===== src/rtl/hps_io_cfg.svh =====
// host I/O bridge configuration: bus widths, counts and defaults
`ifndef HPS_IO_CFG_SVH
`define HPS_IO_CFG_SVH

////////////////////////////////////////
// host word bus
////////////////////////////////////////

// word width of io_din and io_dout
`define HPS_WORD_W 16

// number of digital joysticks
`define HPS_JOY_NUM 6

////////////////////////////////////////
// file download and keyboard line
////////////////////////////////////////

// download address width, byte addressed
`define HPS_ADDR_W 25

// PS/2 half period in system clocks
`define HPS_PS2_DIV_DEF 2000

// log2 of the keyboard FIFO depth
`define HPS_PS2_FIFO_BITS 5

`endif


===== src/rtl/hps_cmd_pkg.sv =====
// host command opcodes carried in the first word of each bus transaction
package hps_cmd_pkg;

	////////////////////////////////////////
	// command words
	////////////////////////////////////////

	typedef enum logic [15:0] {
		CMD_NONE        = 16'h0000,
		// settings and digital joysticks
		CMD_CFG         = 16'h0001,
		CMD_JOY0        = 16'h0002,
		CMD_JOY1        = 16'h0003,
		CMD_KBD         = 16'h0005,
		CMD_JOY2        = 16'h0010,
		CMD_JOY3        = 16'h0011,
		CMD_JOY4        = 16'h0012,
		CMD_JOY5        = 16'h0013,
		// status word and readbacks
		CMD_STATUS      = 16'h001E,
		CMD_STATUS_REQ  = 16'h0029,
		CMD_CAPS        = 16'h002B,
		CMD_MENUMASK    = 16'h002E,
		// file download
		CMD_FILE_TX     = 16'h0053,
		CMD_FILE_TX_DAT = 16'h0054,
		CMD_FILE_INDEX  = 16'h0055,
		CMD_FILE_INFO   = 16'h0056
	} hps_cmd_e;

endpackage


===== src/rtl/ps2_pkg.sv =====
// PS/2 transmit states and keyboard word tag shared by decoder and device
package ps2_pkg;

	// one state per bit on the line, start bit goes out on leaving idle
	typedef enum logic [3:0] {
		TX_IDLE,
		TX_DATA0, TX_DATA1, TX_DATA2, TX_DATA3,
		TX_DATA4, TX_DATA5, TX_DATA6, TX_DATA7,
		TX_PARITY,
		TX_STOP,
		TX_DONE
	} ps2_tx_state_e;

	// upper byte of a keyboard word that is meant for the device only
	localparam logic [7:0] PS2_SKIP_TAG = 8'hFF;

endpackage


===== src/rtl/hps_cmd_decoder.sv =====
// host command decoder: settings, joysticks, status, readbacks and key events
`timescale 1ns/100ps
`include "hps_io_cfg.svh"

module hps_cmd_decoder
	import hps_cmd_pkg::*;
	import ps2_pkg::*;
(
	input  logic                   clk_sys,
	input  logic                   rst_n,
	input  logic                   io_enable,
	input  logic                   io_strobe,
	input  logic [`HPS_WORD_W-1:0] io_din,
	input  logic [31:0]            status_in,
	input  logic                   status_set,
	input  logic [`HPS_WORD_W-1:0] status_menumask,
	output logic [`HPS_WORD_W-1:0] io_dout,
	output logic [1:0]             buttons,
	output logic                   forced_scandoubler,
	output logic [`HPS_WORD_W-1:0] joystick_0,
	output logic [`HPS_WORD_W-1:0] joystick_1,
	output logic [`HPS_WORD_W-1:0] joystick_2,
	output logic [`HPS_WORD_W-1:0] joystick_3,
	output logic [`HPS_WORD_W-1:0] joystick_4,
	output logic [`HPS_WORD_W-1:0] joystick_5,
	output logic [31:0]            status,
	output logic [10:0]            ps2_key,
	output logic [7:0]             kbd_data,
	output logic                   kbd_we
);

	hps_cmd_e               cmd;
	logic [3:0]             word_cnt;
	logic                   cmd_stb;
	logic                   data_stb;
	logic [31:0]            ps2_key_raw;
	logic                   ps2skip;
	logic                   pressed;
	logic                   extended;
	logic                   status_set_d;
	logic [3:0]             req_cnt;
	logic [31:0]            status_req;
	logic [`HPS_WORD_W-1:0] joy [`HPS_JOY_NUM];

	assign cmd_stb  = io_enable && io_strobe && (word_cnt == 4'd0);
	assign data_stb = io_enable && io_strobe && (word_cnt != 4'd0);

	assign joystick_0 = joy[0];
	assign joystick_1 = joy[1];
	assign joystick_2 = joy[2];
	assign joystick_3 = joy[3];
	assign joystick_4 = joy[4];
	assign joystick_5 = joy[5];

	// a break code is F0 followed by the key, E0 may sit in front of either form
	assign pressed  = (ps2_key_raw[15:8] != 8'hF0);
	assign extended = pressed ? (ps2_key_raw[15:8] == 8'hE0) : (ps2_key_raw[23:16] == 8'hE0);

	////////////////////////////////////////
	// status change requests
	////////////////////////////////////////

	always_ff @(posedge clk_sys) begin
		if (!rst_n) begin
			status_set_d <= 1'b0;
			req_cnt      <= 4'd0;
		end else begin
			status_set_d <= status_set;
			if (status_set && !status_set_d)
				req_cnt <= req_cnt + 4'd1;
		end
	end

	always_ff @(posedge clk_sys) begin
		if (status_set && !status_set_d)
			status_req <= status_in;
	end

	////////////////////////////////////////
	// keyboard byte history
	////////////////////////////////////////

	always_ff @(posedge clk_sys) begin
		if (cmd_stb && io_din == CMD_KBD) begin
			ps2_key_raw <= '0;
		end else if (data_stb && cmd == CMD_KBD) begin
			kbd_data <= io_din[7:0];
			if (io_din[15:8] != PS2_SKIP_TAG && !ps2skip)
				ps2_key_raw <= {ps2_key_raw[23:0], io_din[7:0]};
		end
	end

	////////////////////////////////////////
	// command and data words
	////////////////////////////////////////

	always_ff @(posedge clk_sys) begin
		if (!rst_n) begin
			cmd                <= CMD_NONE;
			word_cnt           <= 4'd0;
			ps2skip            <= 1'b0;
			io_dout            <= '0;
			buttons            <= 2'b00;
			forced_scandoubler <= 1'b0;
			status             <= '0;
			ps2_key            <= '0;
			kbd_we             <= 1'b0;
			for (int i = 0; i < `HPS_JOY_NUM; i++)
				joy[i] <= '0;
		end else begin
			kbd_we <= 1'b0;
			if (!io_enable) begin
				// publish the key event once the transaction has closed
				if (cmd == CMD_KBD)
					ps2_key <= {~ps2_key[10],
						ps2skip ? ps2_key[9:0] : {pressed, extended, ps2_key_raw[7:0]}};
				cmd      <= CMD_NONE;
				word_cnt <= 4'd0;
				ps2skip  <= 1'b0;
				io_dout  <= '0;
			end else if (io_strobe) begin
				io_dout <= '0;
				if (~&word_cnt)
					word_cnt <= word_cnt + 4'd1;
				if (word_cnt == 4'd0) begin
					cmd <= hps_cmd_e'(io_din);
					case (io_din)
						CMD_STATUS_REQ: io_dout <= {8'h00, 4'hA, req_cnt};
						CMD_CAPS:       io_dout <= 16'h0001;
						default:        io_dout <= '0;
					endcase
				end else begin
					case (cmd)
						CMD_CFG: begin
							buttons            <= io_din[1:0];
							forced_scandoubler <= io_din[4];
						end
						CMD_JOY0: joy[0] <= io_din;
						CMD_JOY1: joy[1] <= io_din;
						CMD_JOY2: joy[2] <= io_din;
						CMD_JOY3: joy[3] <= io_din;
						CMD_JOY4: joy[4] <= io_din;
						CMD_JOY5: joy[5] <= io_din;
						CMD_STATUS: begin
							if (word_cnt == 4'd1)
								status[15:0] <= io_din;
							else if (word_cnt == 4'd2)
								status[31:16] <= io_din;
						end
						CMD_KBD: begin
							// every byte goes to the device, tagged or not
							kbd_we <= 1'b1;
							if (io_din[15:8] == PS2_SKIP_TAG)
								ps2skip <= 1'b1;
						end
						CMD_STATUS_REQ: begin
							if (word_cnt == 4'd1)
								io_dout <= status_req[15:0];
							else if (word_cnt == 4'd2)
								io_dout <= status_req[31:16];
						end
						CMD_MENUMASK: begin
							if (word_cnt == 4'd1)
								io_dout <= status_menumask;
						end
						default: ;
					endcase
				end
			end
		end
	end

endmodule


===== src/rtl/hps_file_loader.sv =====
// file download tracker turning host data words into the ioctl write stream
`timescale 1ns/100ps
`include "hps_io_cfg.svh"

module hps_file_loader
	import hps_cmd_pkg::*;
(
	input  logic                   clk_sys,
	input  logic                   rst_n,
	input  logic                   io_enable,
	input  logic                   io_strobe,
	input  logic [`HPS_WORD_W-1:0] io_din,
	output logic                   ioctl_download,
	output logic [7:0]             ioctl_index,
	output logic                   ioctl_wr,
	output logic [`HPS_ADDR_W-1:0] ioctl_addr,
	output logic [7:0]             ioctl_dout,
	output logic [31:0]            ioctl_file_ext
);

	hps_cmd_e               cmd;
	logic                   has_cmd;
	logic [1:0]             info_cnt;
	logic [`HPS_ADDR_W-1:0] addr;
	// write request, delayed one more cycle onto ioctl_wr
	logic                   wr;

	always_ff @(posedge clk_sys) begin
		if (!rst_n) begin
			cmd            <= CMD_NONE;
			has_cmd        <= 1'b0;
			info_cnt       <= 2'd0;
			addr           <= '0;
			wr             <= 1'b0;
			ioctl_wr       <= 1'b0;
			ioctl_download <= 1'b0;
			ioctl_index    <= 8'h00;
			ioctl_addr     <= '0;
			ioctl_dout     <= 8'h00;
			ioctl_file_ext <= '0;
		end else begin
			ioctl_wr <= wr;
			wr       <= 1'b0;
			if (!io_enable) begin
				has_cmd <= 1'b0;
			end else if (io_strobe) begin
				if (!has_cmd) begin
					cmd      <= hps_cmd_e'(io_din);
					has_cmd  <= 1'b1;
					info_cnt <= 2'd0;
				end else begin
					case (cmd)
						CMD_FILE_INFO: begin
							// extension arrives high half first, extra words ignored
							if (!info_cnt[1]) begin
								if (info_cnt == 2'd0)
									ioctl_file_ext[31:16] <= io_din;
								else
									ioctl_file_ext[15:0] <= io_din;
								info_cnt <= info_cnt + 2'd1;
							end
						end
						CMD_FILE_INDEX: ioctl_index <= io_din[7:0];
						CMD_FILE_TX: begin
							if (io_din[7:0] != 8'h00) begin
								addr           <= '0;
								ioctl_download <= 1'b1;
							end else begin
								// last address that carried a data byte
								ioctl_addr     <= addr - 1'b1;
								ioctl_download <= 1'b0;
							end
						end
						CMD_FILE_TX_DAT: begin
							ioctl_addr <= addr;
							ioctl_dout <= io_din[7:0];
							wr         <= 1'b1;
							addr       <= addr + 1'b1;
						end
						default: ;
					endcase
				end
			end
		end
	end

endmodule


===== src/rtl/ps2_device.sv =====
// PS/2 keyboard device: bit clock divider, transmit FIFO and frame serializer
`timescale 1ns/100ps
`include "hps_io_cfg.svh"

module ps2_device
	import ps2_pkg::*;
#(
	parameter int PS2DIV    = `HPS_PS2_DIV_DEF,
	parameter int FIFO_BITS = `HPS_PS2_FIFO_BITS
) (
	input  logic       clk_sys,
	input  logic       rst_n,
	input  logic [7:0] wdata,
	input  logic       we,
	input  logic       ps2_clk_in,
	input  logic       ps2_dat_in,
	output logic       ps2_clk_out,
	output logic       ps2_dat_out
);

	localparam int DIV_W = $clog2(PS2DIV + 2);

	logic [DIV_W-1:0]     div_cnt;
	logic                 div_hit;
	logic                 clk_ps2;
	logic                 clk_rise;
	logic                 clk_fall;
	logic [1:0]           clk_sync;
	logic [1:0]           dat_sync;
	logic                 line_idle;
	logic [7:0]           fifo_mem [1 << FIFO_BITS];
	logic [FIFO_BITS-1:0] wptr;
	logic [FIFO_BITS-1:0] rptr;
	ps2_tx_state_e        tx_state;
	logic [7:0]           tx_byte;
	logic                 parity;
	logic [1:0]           timeout;

	////////////////////////////////////////
	// bit clock
	////////////////////////////////////////

	assign div_hit  = (div_cnt == DIV_W'(PS2DIV));
	assign clk_rise = div_hit && !clk_ps2;
	assign clk_fall = div_hit && clk_ps2;

	always_ff @(posedge clk_sys) begin
		if (!rst_n) begin
			div_cnt <= '0;
			clk_ps2 <= 1'b0;
		end else if (div_hit) begin
			div_cnt <= '0;
			clk_ps2 <= ~clk_ps2;
		end else begin
			div_cnt <= div_cnt + 1'b1;
		end
	end

	////////////////////////////////////////
	// line inputs and FIFO
	////////////////////////////////////////

	// both lines released by the host means the bus is free for a frame
	assign line_idle = clk_sync[1] && dat_sync[1];

	always_ff @(posedge clk_sys) begin
		if (!rst_n) begin
			clk_sync <= 2'b11;
			dat_sync <= 2'b11;
		end else begin
			clk_sync <= {clk_sync[0], ps2_clk_in};
			dat_sync <= {dat_sync[0], ps2_dat_in};
		end
	end

	always_ff @(posedge clk_sys) begin
		if (we)
			fifo_mem[wptr] <= wdata;
	end

	////////////////////////////////////////
	// serializer
	////////////////////////////////////////

	always_ff @(posedge clk_sys) begin
		if (!rst_n) begin
			wptr        <= '0;
			rptr        <= '0;
			tx_state    <= TX_IDLE;
			parity      <= 1'b1;
			timeout     <= 2'd3;
			ps2_clk_out <= 1'b1;
			ps2_dat_out <= 1'b1;
		end else begin
			// a full FIFO simply wraps over the oldest bytes
			if (we)
				wptr <= wptr + 1'b1;

			if (clk_rise) begin
				ps2_clk_out <= 1'b1;
				case (tx_state)
					TX_IDLE: begin
						if (!line_idle) begin
							timeout <= 2'd3;
						end else if (wptr != rptr) begin
							timeout <= timeout - 2'd1;
							if (timeout == 2'd0) begin
								tx_byte     <= fifo_mem[rptr];
								rptr        <= rptr + 1'b1;
								parity      <= 1'b1;
								// start bit
								ps2_dat_out <= 1'b0;
								tx_state    <= TX_DATA0;
							end
						end
					end
					TX_DATA0, TX_DATA1, TX_DATA2, TX_DATA3,
					TX_DATA4, TX_DATA5, TX_DATA6, TX_DATA7: begin
						// lsb first, odd parity accumulates as bits go out
						ps2_dat_out <= tx_byte[0];
						tx_byte     <= {1'b0, tx_byte[7:1]};
						parity      <= parity ^ tx_byte[0];
						tx_state    <= ps2_tx_state_e'(tx_state + 4'd1);
					end
					TX_PARITY: begin
						ps2_dat_out <= parity;
						tx_state    <= TX_STOP;
					end
					TX_STOP: begin
						ps2_dat_out <= 1'b1;
						tx_state    <= TX_DONE;
					end
					default: begin
						timeout  <= 2'd3;
						tx_state <= TX_IDLE;
					end
				endcase
			end

			// clock pulses low only while a frame is on the line
			if (clk_fall)
				ps2_clk_out <= (tx_state == TX_IDLE);
		end
	end

endmodule


===== src/rtl/hps_io.sv =====
// host I/O bridge top: command decoder, file loader and PS/2 keyboard device
`timescale 1ns/100ps
`include "hps_io_cfg.svh"

module hps_io #(
	parameter int PS2DIV = `HPS_PS2_DIV_DEF
) (
	input  logic                    clk_sys,
	input  logic                    rst_n,
	// host word bus
	input  logic                    io_enable,
	input  logic                    io_strobe,
	input  logic [`HPS_WORD_W-1:0]  io_din,
	output logic [`HPS_WORD_W-1:0]  io_dout,
	output logic                    io_wait,
	// settings
	output logic [1:0]              buttons,
	output logic                    forced_scandoubler,
	output logic [`HPS_WORD_W-1:0]  joystick_0,
	output logic [`HPS_WORD_W-1:0]  joystick_1,
	output logic [`HPS_WORD_W-1:0]  joystick_2,
	output logic [`HPS_WORD_W-1:0]  joystick_3,
	output logic [`HPS_WORD_W-1:0]  joystick_4,
	output logic [`HPS_WORD_W-1:0]  joystick_5,
	output logic [31:0]             status,
	input  logic [31:0]             status_in,
	input  logic                    status_set,
	input  logic [`HPS_WORD_W-1:0]  status_menumask,
	output logic [10:0]             ps2_key,
	// file download
	output logic                    ioctl_download,
	output logic [7:0]              ioctl_index,
	output logic                    ioctl_wr,
	output logic [`HPS_ADDR_W-1:0]  ioctl_addr,
	output logic [7:0]              ioctl_dout,
	output logic [31:0]             ioctl_file_ext,
	input  logic                    ioctl_wait,
	// keyboard line
	output logic                    ps2_kbd_clk_out,
	output logic                    ps2_kbd_data_out,
	input  logic                    ps2_kbd_clk_in,
	input  logic                    ps2_kbd_data_in
);

	logic [7:0] kbd_data;
	logic       kbd_we;

	// the core stalls the host directly
	assign io_wait = ioctl_wait;

	hps_cmd_decoder u_cmd_decoder (
		.clk_sys            (clk_sys),
		.rst_n              (rst_n),
		.io_enable          (io_enable),
		.io_strobe          (io_strobe),
		.io_din             (io_din),
		.status_in          (status_in),
		.status_set         (status_set),
		.status_menumask    (status_menumask),
		.io_dout            (io_dout),
		.buttons            (buttons),
		.forced_scandoubler (forced_scandoubler),
		.joystick_0         (joystick_0),
		.joystick_1         (joystick_1),
		.joystick_2         (joystick_2),
		.joystick_3         (joystick_3),
		.joystick_4         (joystick_4),
		.joystick_5         (joystick_5),
		.status             (status),
		.ps2_key            (ps2_key),
		.kbd_data           (kbd_data),
		.kbd_we             (kbd_we)
	);

	hps_file_loader u_file_loader (
		.clk_sys        (clk_sys),
		.rst_n          (rst_n),
		.io_enable      (io_enable),
		.io_strobe      (io_strobe),
		.io_din         (io_din),
		.ioctl_download (ioctl_download),
		.ioctl_index    (ioctl_index),
		.ioctl_wr       (ioctl_wr),
		.ioctl_addr     (ioctl_addr),
		.ioctl_dout     (ioctl_dout),
		.ioctl_file_ext (ioctl_file_ext)
	);

	ps2_device #(
		.PS2DIV    (PS2DIV),
		.FIFO_BITS (`HPS_PS2_FIFO_BITS)
	) u_keyboard (
		.clk_sys     (clk_sys),
		.rst_n       (rst_n),
		.wdata       (kbd_data),
		.we          (kbd_we),
		.ps2_clk_in  (ps2_kbd_clk_in),
		.ps2_dat_in  (ps2_kbd_data_in),
		.ps2_clk_out (ps2_kbd_clk_out),
		.ps2_dat_out (ps2_kbd_data_out)
	);

endmodule


===== config.mk =====
export PLATFORM = sky130hd
export DESIGN_NAME = hps_io
export DESIGN_NICKNAME = d
export VERILOG_FILES = /design/src/rtl/hps_cmd_pkg.sv /design/src/rtl/ps2_pkg.sv /design/src/rtl/hps_cmd_decoder.sv /design/src/rtl/hps_file_loader.sv /design/src/rtl/ps2_device.sv /design/src/rtl/hps_io.sv
export VERILOG_INCLUDE_DIRS = /design/src /design/src/rtl
export SDC_FILE = /design/constraint.sdc
export NUM_CORES = 1
export LEC_CHECK = 0
export BUFFER_PORTS_ARGS = -buffer_cell sky130_fd_sc_hd__buf_2
export CAP_MARGIN = 30
export CORE_UTILIZATION = 53
export CTS_CLUSTER_DIAMETER = 200
export DETAILED_ROUTE_END_ITERATION = 6
export GPL_TIMING_DRIVEN = 0
export PLACE_DENSITY = 0.76
export RECOVER_POWER = 50
export SKIP_LAST_GASP = 1
export SYNTH_ARGS = -nofsm -noshare
export SYNTH_HDL_FRONTEND = slang
export SYNTH_SLANG_ARGS = --single-unit

===== constraint.sdc =====
create_clock -name clk_sys -period 3.38 [get_ports clk_sys]
set_clock_uncertainty 0.15 [all_clocks]
set_input_delay 0.169 -clock clk_sys [delete_from_list [all_inputs] [get_ports clk_sys]]
set_output_delay 0.169 -clock clk_sys [all_outputs]
set_load 0.03 [all_outputs]

==> flow_metrics.tcl <==
set metrics [dict create \
    synth.largest_area_cell "edfxtp_1" \
    postRouteAntennaNets 0 \
    drc 0 \
    post-cts-setup-buffer-count 0 \
    drive_gt1_share_pct 11.5 \
    first_iter_violations 1852 \
    syn_avg_cell_area_um2 12.5 \
    synth_top_area_share_pct 45.0 \
    nFillCells 3758 \
    core_area_mm2 0.0494 \
    finalPower_w 0.0170 \
    r2r_setup_slack_ps 50 \
    ios 308 \
    required_ps 3540 \
    clock_latency_ps 610 \
    setup_violations 0 \
    crit_path_end_kind "flip-flop" \
    p_leak_nw 10.8 \
    slew_viol_final 37 \
    grt_pass1_vias 19100 \
    hold_viol 0 \
    grt_pass1_wl_um 110000 \
    die_x_um 226 \
    antenna_found_initial 1 \
    timing.final.crit_period_ps 3330 \
    cts-root-buf "clkbuf_16" \
    power_per_cell_area_mw_per_mm2 532 \
    hold_path_class "primary input to flip-flop" \
    seq_area_mm2 0.0175 \
    period_share_pct 98.4 \
    layout.nets 2703 \
    start_util_pct 54.1 \
    violations "capacitance limit, slew limit" \
    drt_wl_total_um 72900 \
    syn_inst 2136 \
    synth_commonest_cells "400 x edfxtp_1, 273 x dfxtp_1, 272 x nand2_1" \
    area_growth_pct 19.9 \
    synthTopCellsByArea "edfxtp_1 45%, dfxtp_1 20%, mux4_2 5.6%" \
    syn_area_mm2 0.0267 \
    grt_max_degree 37 \
    timing.fmax_mhz 301 \
    dp_hpwl_um 49200 \
    min_path_cells 2 \
    synthArstFlopShare_pct 0 \
    synth_edf_count 400 \
    arrival_ps 3480 \
    numCtsBuffers 68 \
    via_per_inst 5.82 \
    path_buf_inv 3 \
    r2r_start "u_cmd_decoder.word_cnt[0]" \
    gp_congestion 0.888 \
    grt_overflow 0 \
    tightest_slew_ps 1910 \
    synth_most_common_cell "edfxtp_1" \
    cts_tree "built" \
    start_kind "flip-flop" \
    cts_sinks 673 \
    ys_warn_count 0 \
    routedWlPerCell_um 21.9 \
    cts_max_level 3 \
    max-slew-margin-rel_pct -27.2 \
    path_common_cell "nand3_1" \
    multi_input_area_mm2 0.00862 \
    cp_top_family "simple AND/OR/NAND/NOR gates" \
    slowest_stage "o21ai_1" \
    status "complete, but fails checks" \
    drt_pass1_iterations 6 \
    grt_setup_unrepaired "true" \
    crit_type "flip-flop to flip-flop" \
    path_clk_slew_ps 60 \
    peakVddDrop_uv 398 \
    netlist-cell-type-count 67 \
    seq_area_frac_synth_pct 65.4 \
    r2r_end "u_cmd_decoder.joy[4][11]" \
    die_y_um 226 \
    via_count 19300 \
    placed_cell_area_mm2 0.0293 \
    path_cells "inv_1 -> ha_1 -> or3b_2 -> clkbuf_1 -> nand3_1 -> nor3_1 -> nand3_1 -> o21ai_1 -> buf_6" \
    worstHoldStart "status_in[18]" \
    die_area_mm2 0.0513 \
    critPathMaxStageDelay_ps 590 \
    grt_use_total_pct 28.6 \
    cp_max_fo 11 \
    cap_viol_max_count 1 \
    clk_path_buf_depth 3 \
    ys.flop_type "edfxtp_1" \
    worstHoldEndpoint "u_cmd_decoder.status_req[18]" \
    reg2reg_depth 9 \
    synth_nets 2229 \
    fin_area_mm2 0.0320 \
    rows 81 \
    io_buffers 306 \
    ys_seq_elements 673 \
]
==> power breakdown <==
group          internal, W  switching (W)  leakage (nW)
logic             0.000171       0.000414          3.72
clock network      0.00455        0.00315          1.11
registers          0.00871      0.0000413          5.95
total               0.0134        0.00361          10.8
==> how the worst max path moves through the flow <==
stage	to	from	depth (start not counted)	slack, ps
final	u_cmd_decoder.joy[4][11]	u_cmd_decoder.word_cnt[0]	9	50
after global placement	u_cmd_decoder.joy[2][13]	u_cmd_decoder.word_cnt[0]	8	-800
after CTS	u_file_loader.ioctl_addr[20]	io_din[3]	10	4
after floorplan	u_cmd_decoder.joy[1][0]	u_cmd_decoder.word_cnt[0]	7	30
after global routing	u_cmd_decoder.joy[4][11]	u_cmd_decoder.word_cnt[0]	9	-20
after detailed placement	u_keyboard.tx_byte[0]	flip-flop	6	-300
==> cells by family after synthesis <==
| group | after synthesis | synth area share (%) |
|---|---|---|
| and+or+nand+nor | 786 | 14.4 |
| xor gates and xnor gates | 70 | 2.30 |
| muxes | 121 | 7.66 |
| adders and majority gates | 21 | 0.984 |
| DFF | 673 | 65.4 |
| AOI/OAI and AO/OA | 298 | 6.61 |
| buffers and inverters | 167 | 2.60 |
==> per-layer routing <==
| metal | part of all wire, % | track usage, % | wire (µm) |
|---|---|---|---|
| met2 | 47 | 46.4 | 34500 |
| met3 | 8.8 | 6.49 | 6450 |
| met1 | 40 | 37.3 | 29200 |
| met5 | 0 | 0 | 0 |
| met4 | 3.8 | 11.1 | 2740 |
==> metrics by stage <==
stage | TNS (ps) | setup WS, ps | utilization, % | instances | hold slack, ps
detailed placement | -5310 | -298 | 59.5 | 3134 | 197
floorplan | 0 | 31.4 | - | 2136 | 118
finish | 0 | 53.8 | 64.9 | 3325 | 121
global route | -165 | -20.4 | 64.9 | 3324 | 109
global placement | -64820 | -799 | 58.9 | 3106 | 196
CTS | 0 | 3.71 | 65.5 | 3321 | 34.8
==> sequential cells by signal, indices dropped and copies added, names as in the netlist, 5 cells and up, named ones only <==
register,cells
u_cmd_decoder.cmd,16
u_cmd_decoder.io_dout,16
u_cmd_decoder.joy,96
u_cmd_decoder.kbd_data,8
u_cmd_decoder.ps2_key,11
u_cmd_decoder.ps2_key_raw,24
u_cmd_decoder.status,32
u_cmd_decoder.status_req,32
u_file_loader.addr,25
u_file_loader.cmd,16
u_file_loader.ioctl_addr,25
u_file_loader.ioctl_dout,8
u_file_loader.ioctl_file_ext,32
u_file_loader.ioctl_index,8
u_keyboard.div_cnt,11
u_keyboard.fifo_mem,256
u_keyboard.rptr,5
u_keyboard.tx_byte,8
u_keyboard.wptr,5
==> cells in the final DEF (no fill, tap or decap), types with 17 or more instances in the layout <==
cell type      synthesis  final
edfxtp_1             400    400
clkbuf_1             125    392
dfxtp_1              273    273
nand2_1              272    272
nor2_1               180    180
a21oi_1              155    154
and2_1               107    105
clkbuf_16              0     71
buf_2                  2     70
dlygate4sd3_1          0     69
mux4_2                66     66
mux2i_1               48     48
nand3_1               46     46
xnor2_1               42     42
o21ai_0               38     35
o22ai_1               33     33
nor3_1                33     31
xor2_1                28     28
inv_1                 22     22
nor4_1                23     21
ha_1                  21     21
a211oi_1              18     18
a22oi_1               17     17
==> worst register-to-register path: cells and delay by family, from the launching register on <==
kind | cells | cell delay, ps
AND/OR/NAND/NOR | 4 | 1020
flip-flops | 1 | 380
buffers and inverters | 3 | 670
AO/OA/AOI/OAI | 1 | 600
adder cells (fa/ha/maj) | 1 | 220
==> final cells by class <==
class | instances | share of cell area, %
Sequential cell | 673 | 54.6
Inverter | 23 | 0.270
Timing Repair Buffer | 406 | 6.61
Clock buffer | 92 | 6.01
Antenna cell | 1 | 0.00782
Multi-Input combinational cell | 1296 | 26.9
Buffer | 142 | 1.89
Tap cell | 664 | 2.59
Clock inverter | 28 | 1.09
==> what timing repair did <==
action                                  in CTS  in global routing
hold endpoints to repair                   104                  0
endpoints found under the setup margin      28                102
gates resized for setup                      7                 18
gates cloned                                 0                  0
hold buffers                                69                  0
No activity file was read; power rests on OpenSTA's default activity.
